**config.mk**
```make
export PLATFORM = sky130hd
export DESIGN_NAME = spi_top
export DESIGN_NICKNAME = d
export VERILOG_FILES = /design/src/hw/spi_pkg.sv /design/src/hw/spi_top.sv /design/src/hw/spi_regs.sv /design/src/hw/spi_shift_engine.sv /design/src/hw/spi_sck_gen.sv
export VERILOG_INCLUDE_DIRS = /design/src /design/src/hw
export SDC_FILE = /design/constraint.sdc
export NUM_CORES = 1
export LEC_CHECK = 0
export BUFFER_PORTS_ARGS = -buffer_cell sky130_fd_sc_hd__buf_2
export CAP_MARGIN = 20
export CORE_MARGIN = 8
export CORE_UTILIZATION = 50
export DETAILED_ROUTE_END_ITERATION = 6
export GPL_TIMING_DRIVEN = 0
export PLACE_DENSITY = 0.69
export SLEW_MARGIN = 20
export SYNTH_ARGS = -nofsm -noshare
export SYNTH_HDL_FRONTEND = slang
export SYNTH_HIERARCHICAL = 1
export SYNTH_SLANG_ARGS = --single-unit
```
**constraint.sdc**
```tcl
create_clock -name clk -period 4 [get_ports clk]
set_clock_uncertainty 0.2 [all_clocks]
set_input_delay 0.8 -clock clk [delete_from_list [all_inputs] [get_ports clk]]
set_output_delay 0.8 -clock clk [all_outputs]
set_load 0.05 [all_outputs]
```
**src/hw/spi_defines.svh**
```systemverilog
`ifndef SPI_DEFINES_SVH
`define SPI_DEFINES_SVH

// Register word addresses on the host bus
`define SPI_ADDR_TXDATA 2'd0
`define SPI_ADDR_CTRL   2'd1
`define SPI_ADDR_RXDATA 2'd2
`define SPI_ADDR_STATUS 2'd3

// Host bus data width
`define SPI_DATA_W 32

// Serial clock prescaler width
`define SPI_PRESCALE_W 24

// Bits per serial frame
`define SPI_FRAME_BITS 8

// Start command bit inside a CTRL write
`define SPI_CTRL_START_BIT 31

`endif
```
**src/hw/spi_pkg.sv**
```systemverilog
`default_nettype none

`include "spi_defines.svh"

package spi_pkg;

	// CTRL register contents, bit 31 of the bus word is the start command
	// Field order from msb: prescale, select, order, cpha, cpol, turnon
	typedef struct packed {
		logic [`SPI_PRESCALE_W-1:0] prescale;
		// Slave number, drives one of four ss_n lines
		logic [1:0]                 select;
		// 1 means LSB first
		logic                       order;
		logic                       cpha;
		logic                       cpol;
		// Peripheral enable
		logic                       turnon;
	} spi_ctrl_t;

	// STATUS register, done in bit 1, busy in bit 0
	typedef struct packed {
		logic done;
		logic busy;
	} spi_status_t;

	// Host strobe bus request
	typedef struct packed {
		logic                   wr;
		logic                   rd;
		logic [1:0]             addr;
		logic [`SPI_DATA_W-1:0] wdata;
	} spi_bus_req_t;

	// Shift engine states
	typedef enum logic [1:0] {
		IDLE,
		SETUP,
		SHIFT,
		FINISH
	} spi_state_e;

endpackage

`default_nettype wire

```
**src/hw/spi_top.sv**
```systemverilog
`timescale 1ns/1ps
`default_nettype none

`include "spi_defines.svh"

module spi_top (
	input  wire logic                  clk,
	input  wire logic                  rst_n,
	input  wire spi_pkg::spi_bus_req_t req,
	output logic [`SPI_DATA_W-1:0]     rdata,
	output logic                       rvalid,
	output logic                       sck,
	output logic                       mosi,
	input  wire logic                  miso,
	output logic [3:0]                 ss_n
);

	import spi_pkg::*;

	// Register file to engine
	logic                       start;
	spi_ctrl_t                  ctrl;
	logic [`SPI_FRAME_BITS-1:0] tx_byte;
	logic                       busy;
	logic                       frame_done;
	logic [`SPI_FRAME_BITS-1:0] rx_byte;

	// Engine to clock generator
	logic                       run;
	logic                       tick;

	spi_regs u_regs (
		.clk        (clk),
		.rst_n      (rst_n),
		.req        (req),
		.rdata      (rdata),
		.rvalid     (rvalid),
		.busy       (busy),
		.frame_done (frame_done),
		.rx_byte    (rx_byte),
		.start      (start),
		.ctrl       (ctrl),
		.tx_byte    (tx_byte)
	);

	// Half-period enables
	spi_sck_gen u_sck_gen (
		.clk      (clk),
		.rst_n    (rst_n),
		.run      (run),
		.prescale (ctrl.prescale),
		.tick     (tick)
	);

	spi_shift_engine u_engine (
		.clk        (clk),
		.rst_n      (rst_n),
		.start      (start),
		.ctrl       (ctrl),
		.tx_byte    (tx_byte),
		.tick       (tick),
		.miso       (miso),
		.run        (run),
		.busy       (busy),
		.frame_done (frame_done),
		.rx_byte    (rx_byte),
		.sck        (sck),
		.mosi       (mosi),
		.ss_n       (ss_n)
	);

endmodule

`default_nettype wire

```
**src/hw/spi_regs.sv**
```systemverilog
`timescale 1ns/1ps
`default_nettype none

`include "spi_defines.svh"

module spi_regs (
	input  wire logic                       clk,
	input  wire logic                       rst_n,
	input  wire spi_pkg::spi_bus_req_t      req,
	output logic [`SPI_DATA_W-1:0]          rdata,
	output logic                            rvalid,
	input  wire logic                       busy,
	input  wire logic                       frame_done,
	input  wire logic [`SPI_FRAME_BITS-1:0] rx_byte,
	output logic                            start,
	output spi_pkg::spi_ctrl_t              ctrl,
	output logic [`SPI_FRAME_BITS-1:0]      tx_byte
);

	import spi_pkg::*;

	logic [`SPI_DATA_W-1:0]     txdata_q;
	spi_ctrl_t                  ctrl_q;
	logic [`SPI_FRAME_BITS-1:0] rx_q;
	logic                       done_q;
	logic                       start_q;

	logic                       wr_ctrl;
	spi_ctrl_t                  wr_ctrl_val;
	logic                       rd_status;
	spi_status_t                status;
	logic [`SPI_DATA_W-1:0]     rd_mux;

	assign wr_ctrl     = req.wr && (req.addr == `SPI_ADDR_CTRL);
	// Bits 30 and 31 are not stored
	assign wr_ctrl_val = req.wdata[$bits(spi_ctrl_t)-1:0];
	assign rd_status   = req.rd && (req.addr == `SPI_ADDR_STATUS);

	assign status.done = done_q;
	assign status.busy = busy;

	always_ff @(posedge clk) begin
		if (req.wr && (req.addr == `SPI_ADDR_TXDATA)) begin
			txdata_q <= req.wdata;
		end
		// Last received byte
		if (frame_done) begin
			rx_q <= rx_byte;
		end
	end

	always_ff @(posedge clk) begin
		if (!rst_n) begin
			ctrl_q  <= '0;
			start_q <= 1'b0;
			done_q  <= 1'b0;
		end else begin
			if (wr_ctrl) begin
				ctrl_q <= wr_ctrl_val;
			end
			// Start pulse one cycle after the write, engine sees the new ctrl
			// Turnon comes from the same write, back-to-back starts are dropped
			start_q <= wr_ctrl && req.wdata[`SPI_CTRL_START_BIT] && wr_ctrl_val.turnon &&
			           !busy && !start_q;
			// Sticky done, a finishing frame wins over a clearing read
			if (frame_done) begin
				done_q <= 1'b1;
			end else if (rd_status) begin
				done_q <= 1'b0;
			end
		end
	end

	// Read mux, narrow registers zero-extended
	always_comb begin
		rd_mux = '0;
		case (req.addr)
			`SPI_ADDR_TXDATA: rd_mux = txdata_q;
			`SPI_ADDR_CTRL:   rd_mux[$bits(spi_ctrl_t)-1:0] = ctrl_q;
			`SPI_ADDR_RXDATA: rd_mux[`SPI_FRAME_BITS-1:0] = rx_q;
			`SPI_ADDR_STATUS: rd_mux[$bits(spi_status_t)-1:0] = status;
			default:          rd_mux = '0;
		endcase
	end

	// Read data one cycle after the strobe
	always_ff @(posedge clk) begin
		if (req.rd) begin
			rdata <= rd_mux;
		end
	end

	always_ff @(posedge clk) begin
		if (!rst_n) begin
			rvalid <= 1'b0;
		end else begin
			rvalid <= req.rd;
		end
	end

	assign start   = start_q;
	assign ctrl    = ctrl_q;
	assign tx_byte = txdata_q[`SPI_FRAME_BITS-1:0];

endmodule

`default_nettype wire

```
**src/hw/spi_shift_engine.sv**
```systemverilog
`timescale 1ns/1ps
`default_nettype none

`include "spi_defines.svh"

module spi_shift_engine (
	input  wire logic                       clk,
	input  wire logic                       rst_n,
	input  wire logic                       start,
	input  wire spi_pkg::spi_ctrl_t         ctrl,
	input  wire logic [`SPI_FRAME_BITS-1:0] tx_byte,
	input  wire logic                       tick,
	input  wire logic                       miso,
	output logic                            run,
	output logic                            busy,
	output logic                            frame_done,
	output logic [`SPI_FRAME_BITS-1:0]      rx_byte,
	output logic                            sck,
	output logic                            mosi,
	output logic [3:0]                      ss_n
);

	import spi_pkg::*;

	spi_state_e                 state;
	// Frame settings, tracks ctrl while idle and freezes for a frame
	spi_ctrl_t                  cfg;
	// SHIFT half-period index
	logic [3:0]                 half_cnt;
	logic [`SPI_FRAME_BITS-1:0] tx_q;
	logic [`SPI_FRAME_BITS-1:0] rx_q;
	logic                       sck_q;
	logic                       mosi_q;
	logic [3:0]                 ss_q;

	logic                       launch;
	logic                       edge_en;
	logic [3:0]                 edge_idx;
	logic                       leading;
	logic [2:0]                 edge_bit;
	logic                       sample_now;
	logic                       drive_now;
	logic [2:0]                 drive_bit;

	// Bit position for the k-th bit of a frame
	function automatic logic [2:0] bit_idx(input logic lsb_first, input logic [2:0] k);
		return lsb_first ? k : 3'd7 - k;
	endfunction

	assign launch = (state == IDLE) && start && ctrl.turnon;

	// Sixteen sck edges, edge 0 ends SETUP, edges 1..15 end SHIFT halves 0..14
	// The last SHIFT half has no edge, sck is already back at cpol
	assign edge_en  = ctrl.turnon && tick &&
	                  ((state == SETUP) || ((state == SHIFT) && (half_cnt != 4'd15)));
	assign edge_idx = (state == SETUP) ? 4'd0 : half_cnt + 4'd1;
	// Even edges leave the idle level
	assign leading  = ~edge_idx[0];
	assign edge_bit = edge_idx[3:1];

	// cpha 0 samples on leading edges, cpha 1 on trailing edges
	assign sample_now = edge_en && (leading ^ cfg.cpha);
	// The other edge moves mosi, cpha 0 has bit 0 out before the first edge
	assign drive_now  = edge_en && !(leading ^ cfg.cpha) && (cfg.cpha || (edge_bit != 3'd7));
	assign drive_bit  = cfg.cpha ? edge_bit : edge_bit + 3'd1;

	always_ff @(posedge clk) begin
		if (!rst_n) begin
			state    <= IDLE;
			cfg      <= '0;
			half_cnt <= '0;
			sck_q    <= 1'b0;
			mosi_q   <= 1'b1;
			ss_q     <= 4'hF;
		end else if (!ctrl.turnon) begin
			// Disabled, drop any frame and park the pins
			state    <= IDLE;
			cfg      <= ctrl;
			half_cnt <= '0;
			sck_q    <= ctrl.cpol;
			mosi_q   <= 1'b1;
			ss_q     <= 4'hF;
		end else begin
			if (edge_en) begin
				sck_q <= ~sck_q;
			end
			if (drive_now) begin
				mosi_q <= tx_q[bit_idx(cfg.order, drive_bit)];
			end
			case (state)
				IDLE: begin
					// sck follows cpol between frames
					cfg   <= ctrl;
					sck_q <= ctrl.cpol;
					if (launch) begin
						half_cnt <= '0;
						ss_q     <= ~(4'b0001 << ctrl.select);
						// First bit out during SETUP
						mosi_q   <= ctrl.order ? tx_byte[0] : tx_byte[7];
						state    <= SETUP;
					end
				end
				SETUP: begin
					if (tick) begin
						state <= SHIFT;
					end
				end
				SHIFT: begin
					if (tick) begin
						if (half_cnt == 4'd15) begin
							state <= FINISH;
						end else begin
							half_cnt <= half_cnt + 4'd1;
						end
					end
				end
				FINISH: begin
					// End of frame, release the slave
					if (tick) begin
						sck_q  <= cfg.cpol;
						mosi_q <= 1'b1;
						ss_q   <= 4'hF;
						state  <= IDLE;
					end
				end
				default: begin
					state <= IDLE;
				end
			endcase
		end
	end

	// Shift data
	always_ff @(posedge clk) begin
		if (launch) begin
			tx_q <= tx_byte;
		end
		if (sample_now) begin
			rx_q[bit_idx(cfg.order, edge_bit)] <= miso;
		end
	end

	assign run        = (state != IDLE);
	assign busy       = (state != IDLE);
	// Same edge that returns the engine to IDLE
	assign frame_done = ctrl.turnon && tick && (state == FINISH);
	assign rx_byte    = rx_q;
	assign sck        = sck_q;
	assign mosi       = mosi_q;
	assign ss_n       = ss_q;

endmodule

`default_nettype wire

```
**src/hw/spi_sck_gen.sv**
```systemverilog
`timescale 1ns/1ps
`default_nettype none

`include "spi_defines.svh"

module spi_sck_gen (
	input  wire logic                       clk,
	input  wire logic                       rst_n,
	input  wire logic                       run,
	input  wire logic [`SPI_PRESCALE_W-1:0] prescale,
	output logic                            tick
);

	// Cycles elapsed in the current half-period
	logic [`SPI_PRESCALE_W-1:0] cnt;
	logic                       at_end;

	// Last cycle of a half-period
	// Compare with >= so a smaller prescale written mid-count still wraps
	assign at_end = (cnt >= prescale);

	// One enable cycle per prescale+1 clocks
	assign tick = run && at_end;

	always_ff @(posedge clk) begin
		if (!rst_n) begin
			cnt <= '0;
		end else if (!run) begin
			// Held at zero so the first half-period after start is full length
			cnt <= '0;
		end else if (at_end) begin
			cnt <= '0;
		end else begin
			cnt <= cnt + 1'b1;
		end
	end

endmodule

`default_nettype wire

```
==> results of run 1 <==
-- kinds of logic (layout without fill, tap and decap cells) --
logic type / after synthesis / after routing / share of synthesized area [%]
and+or+nand+nor: 238 / 238 / 16.2
adders and majority gates: 32 / 32 / 5.32
buffers and inverters: 73 / 180 / 5.45
xor gates and xnor gates: 33 / 33 / 4.07
DFF: 160 / 160 / 54.3
muxes: 72 / 72 / 9.96
AOI/OAI and AO/OA: 55 / 55 / 4.77
-- worst min-delay path by stage --
stage | endpoint | cells past startpoint
after detailed placement | u_regs/rx_q[4]$_DFFE_PP_ | 0
after floorplan | u_regs/rx_q[0]$_DFFE_PP_ | 0
after CTS | u_regs/rx_q[0]$_DFFE_PP_ | 0
final | u_regs/rx_q[0]$_DFFE_PP_ | 0
after global placement | u_regs/rx_q[3]$_DFFE_PP_ | 0
after global routing | u_regs/rx_q[0]$_DFFE_PP_ | 0
-- Yosys cell counts (8+ instances only) --
master and count:
nand4_1 13, nand2_1 87, clkbuf_1 15, inv_1 29, nor2b_1 8, o21ai_0 10
ha_1 32, nand3_1 11, xnor2_1 16, buf_2 8, xor2_1 16, mux2i_1 70
nor2_1 57, nor4_1 22, buf_4 10, dfxtp_1 72, a21oi_1 16, edfxtp_1 88
-- power breakdown --
part / switching, µW / total (µW) / internal, µW
registers: 22.3 / 1810 / 1780
clock network: 651 / 1560 / 910
logic: 201 / 297 / 96.2
total: 875 / 3660 / 2790
-- registers in the layout (all words and copies together), names as in the netlist --
signal and count:
u_engine/half_cnt 4, u_regs/rx_q 8, u_engine/ss_n 4, u_engine/tx_q 8, u_regs/rdata 32, u_regs/start 1, u_regs/txdata_q 32, u_engine/cfg 3
u_regs/ctrl 30, u_engine/mosi 1, u_regs/rvalid 1, u_engine/state 2, u_engine/rx_byte 8, u_engine/sck 1, u_sck_gen/cnt 24, u_regs/done_q 1
-- per-layer routing --
layer / vias up / routed length [µm] / track usage (%)
li1: 2560 / - / -
met2: 152 / 7540 / 27.6
met5: - / 0 / 0
met4: 0 / 207 / 5.55
met1: 2489 / 7550 / 22.1
met3: 16 / 1140 / 5.06
-- critical path: stages (launching register included) --
cell	delay [ns]
dfxtp_1	0.36
inv_1	0.05
ha_1	0.31
nand4_1	0.16
nor4_2	0.45
nand4_1	0.18
o21ai_2	0.33
buf_6	0.21
o21a_1	0.36
nand2_1	0.12
or3b_1	0.43
or3b_1	0.39
a21oi_1	0.15
-- area by class of cell --
type	instances	share of cell area, %
Sequential cell	160	46.7
Tap cell	188	2.69
Multi-Input combinational cell	430	34.8
Buffer	41	3.32
Clock inverter	11	1.22
Timing Repair Buffer	76	4.61
Clock buffer	21	5.38
Inverter	31	1.33
-- timing repair --
item	4_1_cts	5_1_grt
endpoints found under the hold margin	0	0
hold buffers	0	0
resized for setup	0	1
setup buffers	0	0
setup endpoints to repair	0	9
-- metrics by stage --
step	utilization, %	instances	power, µW	hold slack, ns	worst slack (ns)
5_1_grt	58.4	958	3790	0.231	0.0429
4_1_cts	58.4	959	3700	0.219	0.0217
3_3_place_gp	54.3	926	2130	0.208	0.131
3_5_place_dp	54.5	927	2140	0.205	0.0492
6_report	58.4	958	3660	0.216	0.221
2_1_floorplan	-	663	2040	0.200	0.692
==> impl_metrics.tcl, run 1 <==
set metrics [dict create \
    status "complete, no violations" \
    crit_path_max_fanout 10 \
    relSlewSlack_pct 47.7 \
    synth.net_count 734 \
    stdcell_area_um2 8750 \
    worstSetupPathType "reg2reg" \
    r2r_slack_ns 0.22 \
    wire_per_inst_um 17.2 \
    initial_utilization_pct 50.3 \
    routed_wl_um 16400 \
    p_leak_uw 0.00341 \
    synthTopCellsByArea "edfxtp_1 35%, dfxtp_1 19%, mux2i_1 9.3%" \
    tightest_slew_ns 0.784 \
    fmax_ghz 0.265 \
    core_um2 15000 \
    nNetsFinal 828 \
    yosysTopAreaCellShare_pct 35.1 \
    ys.flop_type "edfxtp_1" \
    final_cell_mix "88 x edfxtp_1, 87 x nand2_1, 83 x buf_2" \
    gr-usage-all-layers_pct 17.3 \
    rows 45 \
    die_x_um 139 \
    cts.sink_count 160 \
    setup_viol 0 \
    cp_data_arrival_time_ns 3.93 \
    place.gp.congestion 0.877 \
    critPathCapture "u_engine/half_cnt[2]$_SDFFE_PN0P_" \
    required_ns 4.15 \
    vdd_drop_max_mv 0.300 \
    syn_to_final_growth_pct 16.2 \
    cts_root_buffer "clkbuf_16" \
    period_minus_slack_ns 3.78 \
    dpl_cell_area_um2 8170 \
    cp-end-kind "register" \
    r2r_cells 12 \
    drive_above_1_share_pct 19.6 \
    async_reset_ff_share_pct 0 \
    rr_endpoint "u_engine/half_cnt[2]$_SDFFE_PN0P_" \
    powerDensity_nw_per_um2 419 \
    reg2reg_from "u_regs/ctrl[29]$_SDFFE_PN0P_" \
    final.setup.tns_ns 0 \
    regArea_um2 4080 \
    num_vias 5217 \
    yosysTopAreaCell "edfxtp_1" \
    syn-instance-count 663 \
    hold_viol 0 \
    synth_edf_count 88 \
    grt_antenna_before_repair 0 \
    grt_pass1_vias 5173 \
    cap_violations 0 \
    htreeDepth 4 \
    grt_overflow 0 \
    drt-initial-drc-count 491 \
    synth.distinct_cells 61 \
    ys_seq_area_share_pct 54.3 \
    die_h_um 139 \
    die_area_um2 19200 \
    multi_input_area_um2 3040 \
    ys_warn_count 6 \
    ios 78 \
    clk_pin_slew_worst_paths_ns 0.06 \
    dp_hpwl_um 12000 \
    rsz0062_at_grt "false" \
    holdCritPathClass "reg2reg" \
    drv_slew 0 \
    firstDrtPassIters 5 \
    grt_pass1_wl_um 26500 \
    drc 0 \
    num_antenna_cells 0 \
    clk_latency_ns 0.42 \
    post_synth.cell_area_avg_um2 11.4 \
    viasPerCell 5.45 \
    grt_max_degree 35 \
    min_from "u_engine/rx_byte[0]$_DFFE_PP_" \
    io_buffers 75 \
    ys_ff_latch 160 \
    cts_tree "yes" \
    cts.path.max_buffers 2 \
    cts_buffers 17 \
    synth_area_um2 7530 \
    cp-startpoint "u_regs/ctrl[29]$_SDFFE_PN0P_" \
    final.fill_count 1240 \
    final_common_cell "edfxtp_1" \
    ant_nets 0 \
    finalCritPeriodShare_pct 94.5 \
    start_kind "register" \
]
Note: power is estimated with default switching activity, not from simulation.
==> run 2, diff against run 1 <==
--- a/config.mk
+++ b/config.mk
@@ -8,7 +8,6 @@
 export LEC_CHECK = 0
 export BUFFER_PORTS_ARGS = -buffer_cell sky130_fd_sc_hd__buf_2
 export CAP_MARGIN = 20
-export CORE_MARGIN = 8
 export CORE_UTILIZATION = 50
 export DETAILED_ROUTE_END_ITERATION = 6
 export GPL_TIMING_DRIVEN = 0
==> run 2 against run 1 <==
  * Sequential power about the same
  * Clock-buffer cell count decreased by 3
  * Fmax increased by 1.4%
  * Via count decreased by 1.1%
  * Critical endpoint unchanged
  * Global-route usage increased by 4.4 points
  * Critical path type unchanged
==> impl_metrics.tcl, run 2 (same netlist as run 1, synthesis figures left out) <==
set metrics [dict create \
    status "complete, no violations" \
    ant_nets 0 \
    fin_util_pct 60.1 \
    drive_above_1_share_pct 20.0 \
    period_minus_slack_ns 3.73 \
    fmax_ghz 0.268 \
    postCtsHoldBufs 0 \
    grt_antenna_before_repair 0 \
    p_leak_uw 0.00342 \
    crit_path_max_fanout 10 \
    num_vias 5158 \
    setup_viol 0 \
    routed_wl_um 16000 \
    die_x_um 125 \
    grt_max_degree 35 \
    cp-startpoint "u_regs/ctrl[27]$_SDFFE_PN0P_" \
    crit_chain "inv_1, ha_1, nand4_1, nor4_4, nand4_1, o21ai_2, buf_6, o21a_1, nand2_1, or3b_1, or3b_1, a21oi_1" \
    rsz0062_at_grt "false" \
    clk_pin_slew_worst_paths_ns 0.07 \
    p_total_uw 3730 \
    cp-end-kind "register" \
    initial_utilization_pct 51.6 \
    dp_hpwl_um 11700 \
    tightest_slew_ns 0.800 \
    postCtsSetupRepairBufs 0 \
    final.fill_count 1204 \
    final_common_cell "edfxtp_1" \
    hold_viol 0 \
    die_area_um2 15500 \
    drt-initial-drc-count 326 \
    final_cell_mix "88 x edfxtp_1, 87 x nand2_1, 83 x buf_2" \
    grt_pass1_vias 5194 \
    grt_pass1_wl_um 26200 \
    start_kind "register" \
    relSlewSlack_pct 46.7 \
    critPathMaxStageDelay_ns 0.42 \
    hold_ws_ns 0.216 \
    r2r_cells 12 \
    gr-usage-all-layers_pct 21.6 \
    finalCritPeriodShare_pct 93.1 \
    stdcell_area_um2 8760 \
    syn_to_final_growth_pct 16.4 \
    drc 0 \
    wire_per_inst_um 16.8 \
    cts_root_buffer "clkbuf_16" \
    cts_tree "yes" \
    worst-path-buf-inv 2 \
    die_h_um 125 \
    powerDensity_nw_per_um2 425 \
    htreeDepth 4 \
    crit_slowest_cell "nor4_4" \
    core_um2 14600 \
    holdCritPathClass "reg2reg" \
    min_from "u_engine/rx_byte[3]$_DFFE_PP_" \
    viasPerCell 5.41 \
    place.gp.congestion 0.842 \
    grt_overflow 0 \
    required_ns 4.16 \
    rows 44 \
    crit_family "simple AND/OR/NAND/NOR gates" \
    path_depth 12 \
    drv_slew 0 \
    clk_latency_ns 0.43 \
    cap_violations 0 \
    cts.sink_count 160 \
    ios 78 \
    io_buffers 75 \
    vdd_drop_max_mv 0.289 \
    worstSetupPathType "reg2reg" \
    reg2reg_from "u_regs/ctrl[27]$_SDFFE_PN0P_" \
    cts_buffers 17 \
    firstDrtPassIters 4 \
    dpl_cell_area_um2 8160 \
    cts.path.max_buffers 2 \
    cp_data_arrival_time_ns 3.89 \
    nNetsFinal 828 \
    num_antenna_cells 0 \
    place_ws_ns -0.0203 \
    hold-path-cell-count 0 \
    layout_setup_ws_ns 0.275 \
]
run 2: worst paths after layout:
kind / slack, ns / endpoint
worst max-delay path: 0.27 / u_engine/half_cnt[2]$_SDFFE_PN0P_
worst min-delay path: 0.22 / u_regs/rx_q[3]$_DFFE_PP_
worst max register to register: 0.27 / u_engine/half_cnt[2]$_SDFFE_PN0P_
worst min register to register: 0.22 / u_regs/rx_q[3]$_DFFE_PP_
run 2: layout make-up:
type                       instances  area, µm²  area share [%]
clock inverter                    14        156            1.79
sequential                       160       4080            46.6
inverter                          31        116            1.33
clock buffer                      18        439            5.01
tap                              184        230            2.63
multi-input combinational        430       3050            34.8
buffer                            41        283            3.23
timing repair buffer              76        403            4.60
run 2: layer usage:
metal  up-vias  part of all wire (%)  global-route usage [%]
met4         0                   2.3                    10.1
met3        26                   5.7                    5.11
met2       154                    46                    33.9
li1       2554                     -                       -
met5         -                     0                       0
met1      2424                    46                    28.3
run 2: worst register-to-register path: stages (launching register included):
cell,delay (ns)
dfxtp_1,0.35
inv_1,0.06
ha_1,0.29
nand4_1,0.21
nor4_4,0.42
nand4_1,0.16
o21ai_2,0.34
buf_6,0.21
o21a_1,0.35
nand2_1,0.12
or3b_1,0.42
or3b_1,0.39
a21oi_1,0.14
run 2: stage by stage:
stage               instances  TNS (ns)
global placement          922         0
CTS                       955         0
finish                    954         0
detailed placement        923   -0.0203
floorplan                 663         0
global route              954         0
run 2: power breakdown:
| part | internal (µW) | switching, µW | leakage, µW |
|---|---|---|---|
| combinational | 98.0 | 206 | 0.00170 |
| clock | 945 | 675 | 0.000297 |
| sequential | 1780 | 21.0 | 0.00142 |
run 2: timing repair:
action,4_1_cts,5_1_grt
setup endpoints to repair,1,6
gates cloned,0,0
gates resized for setup,1,2
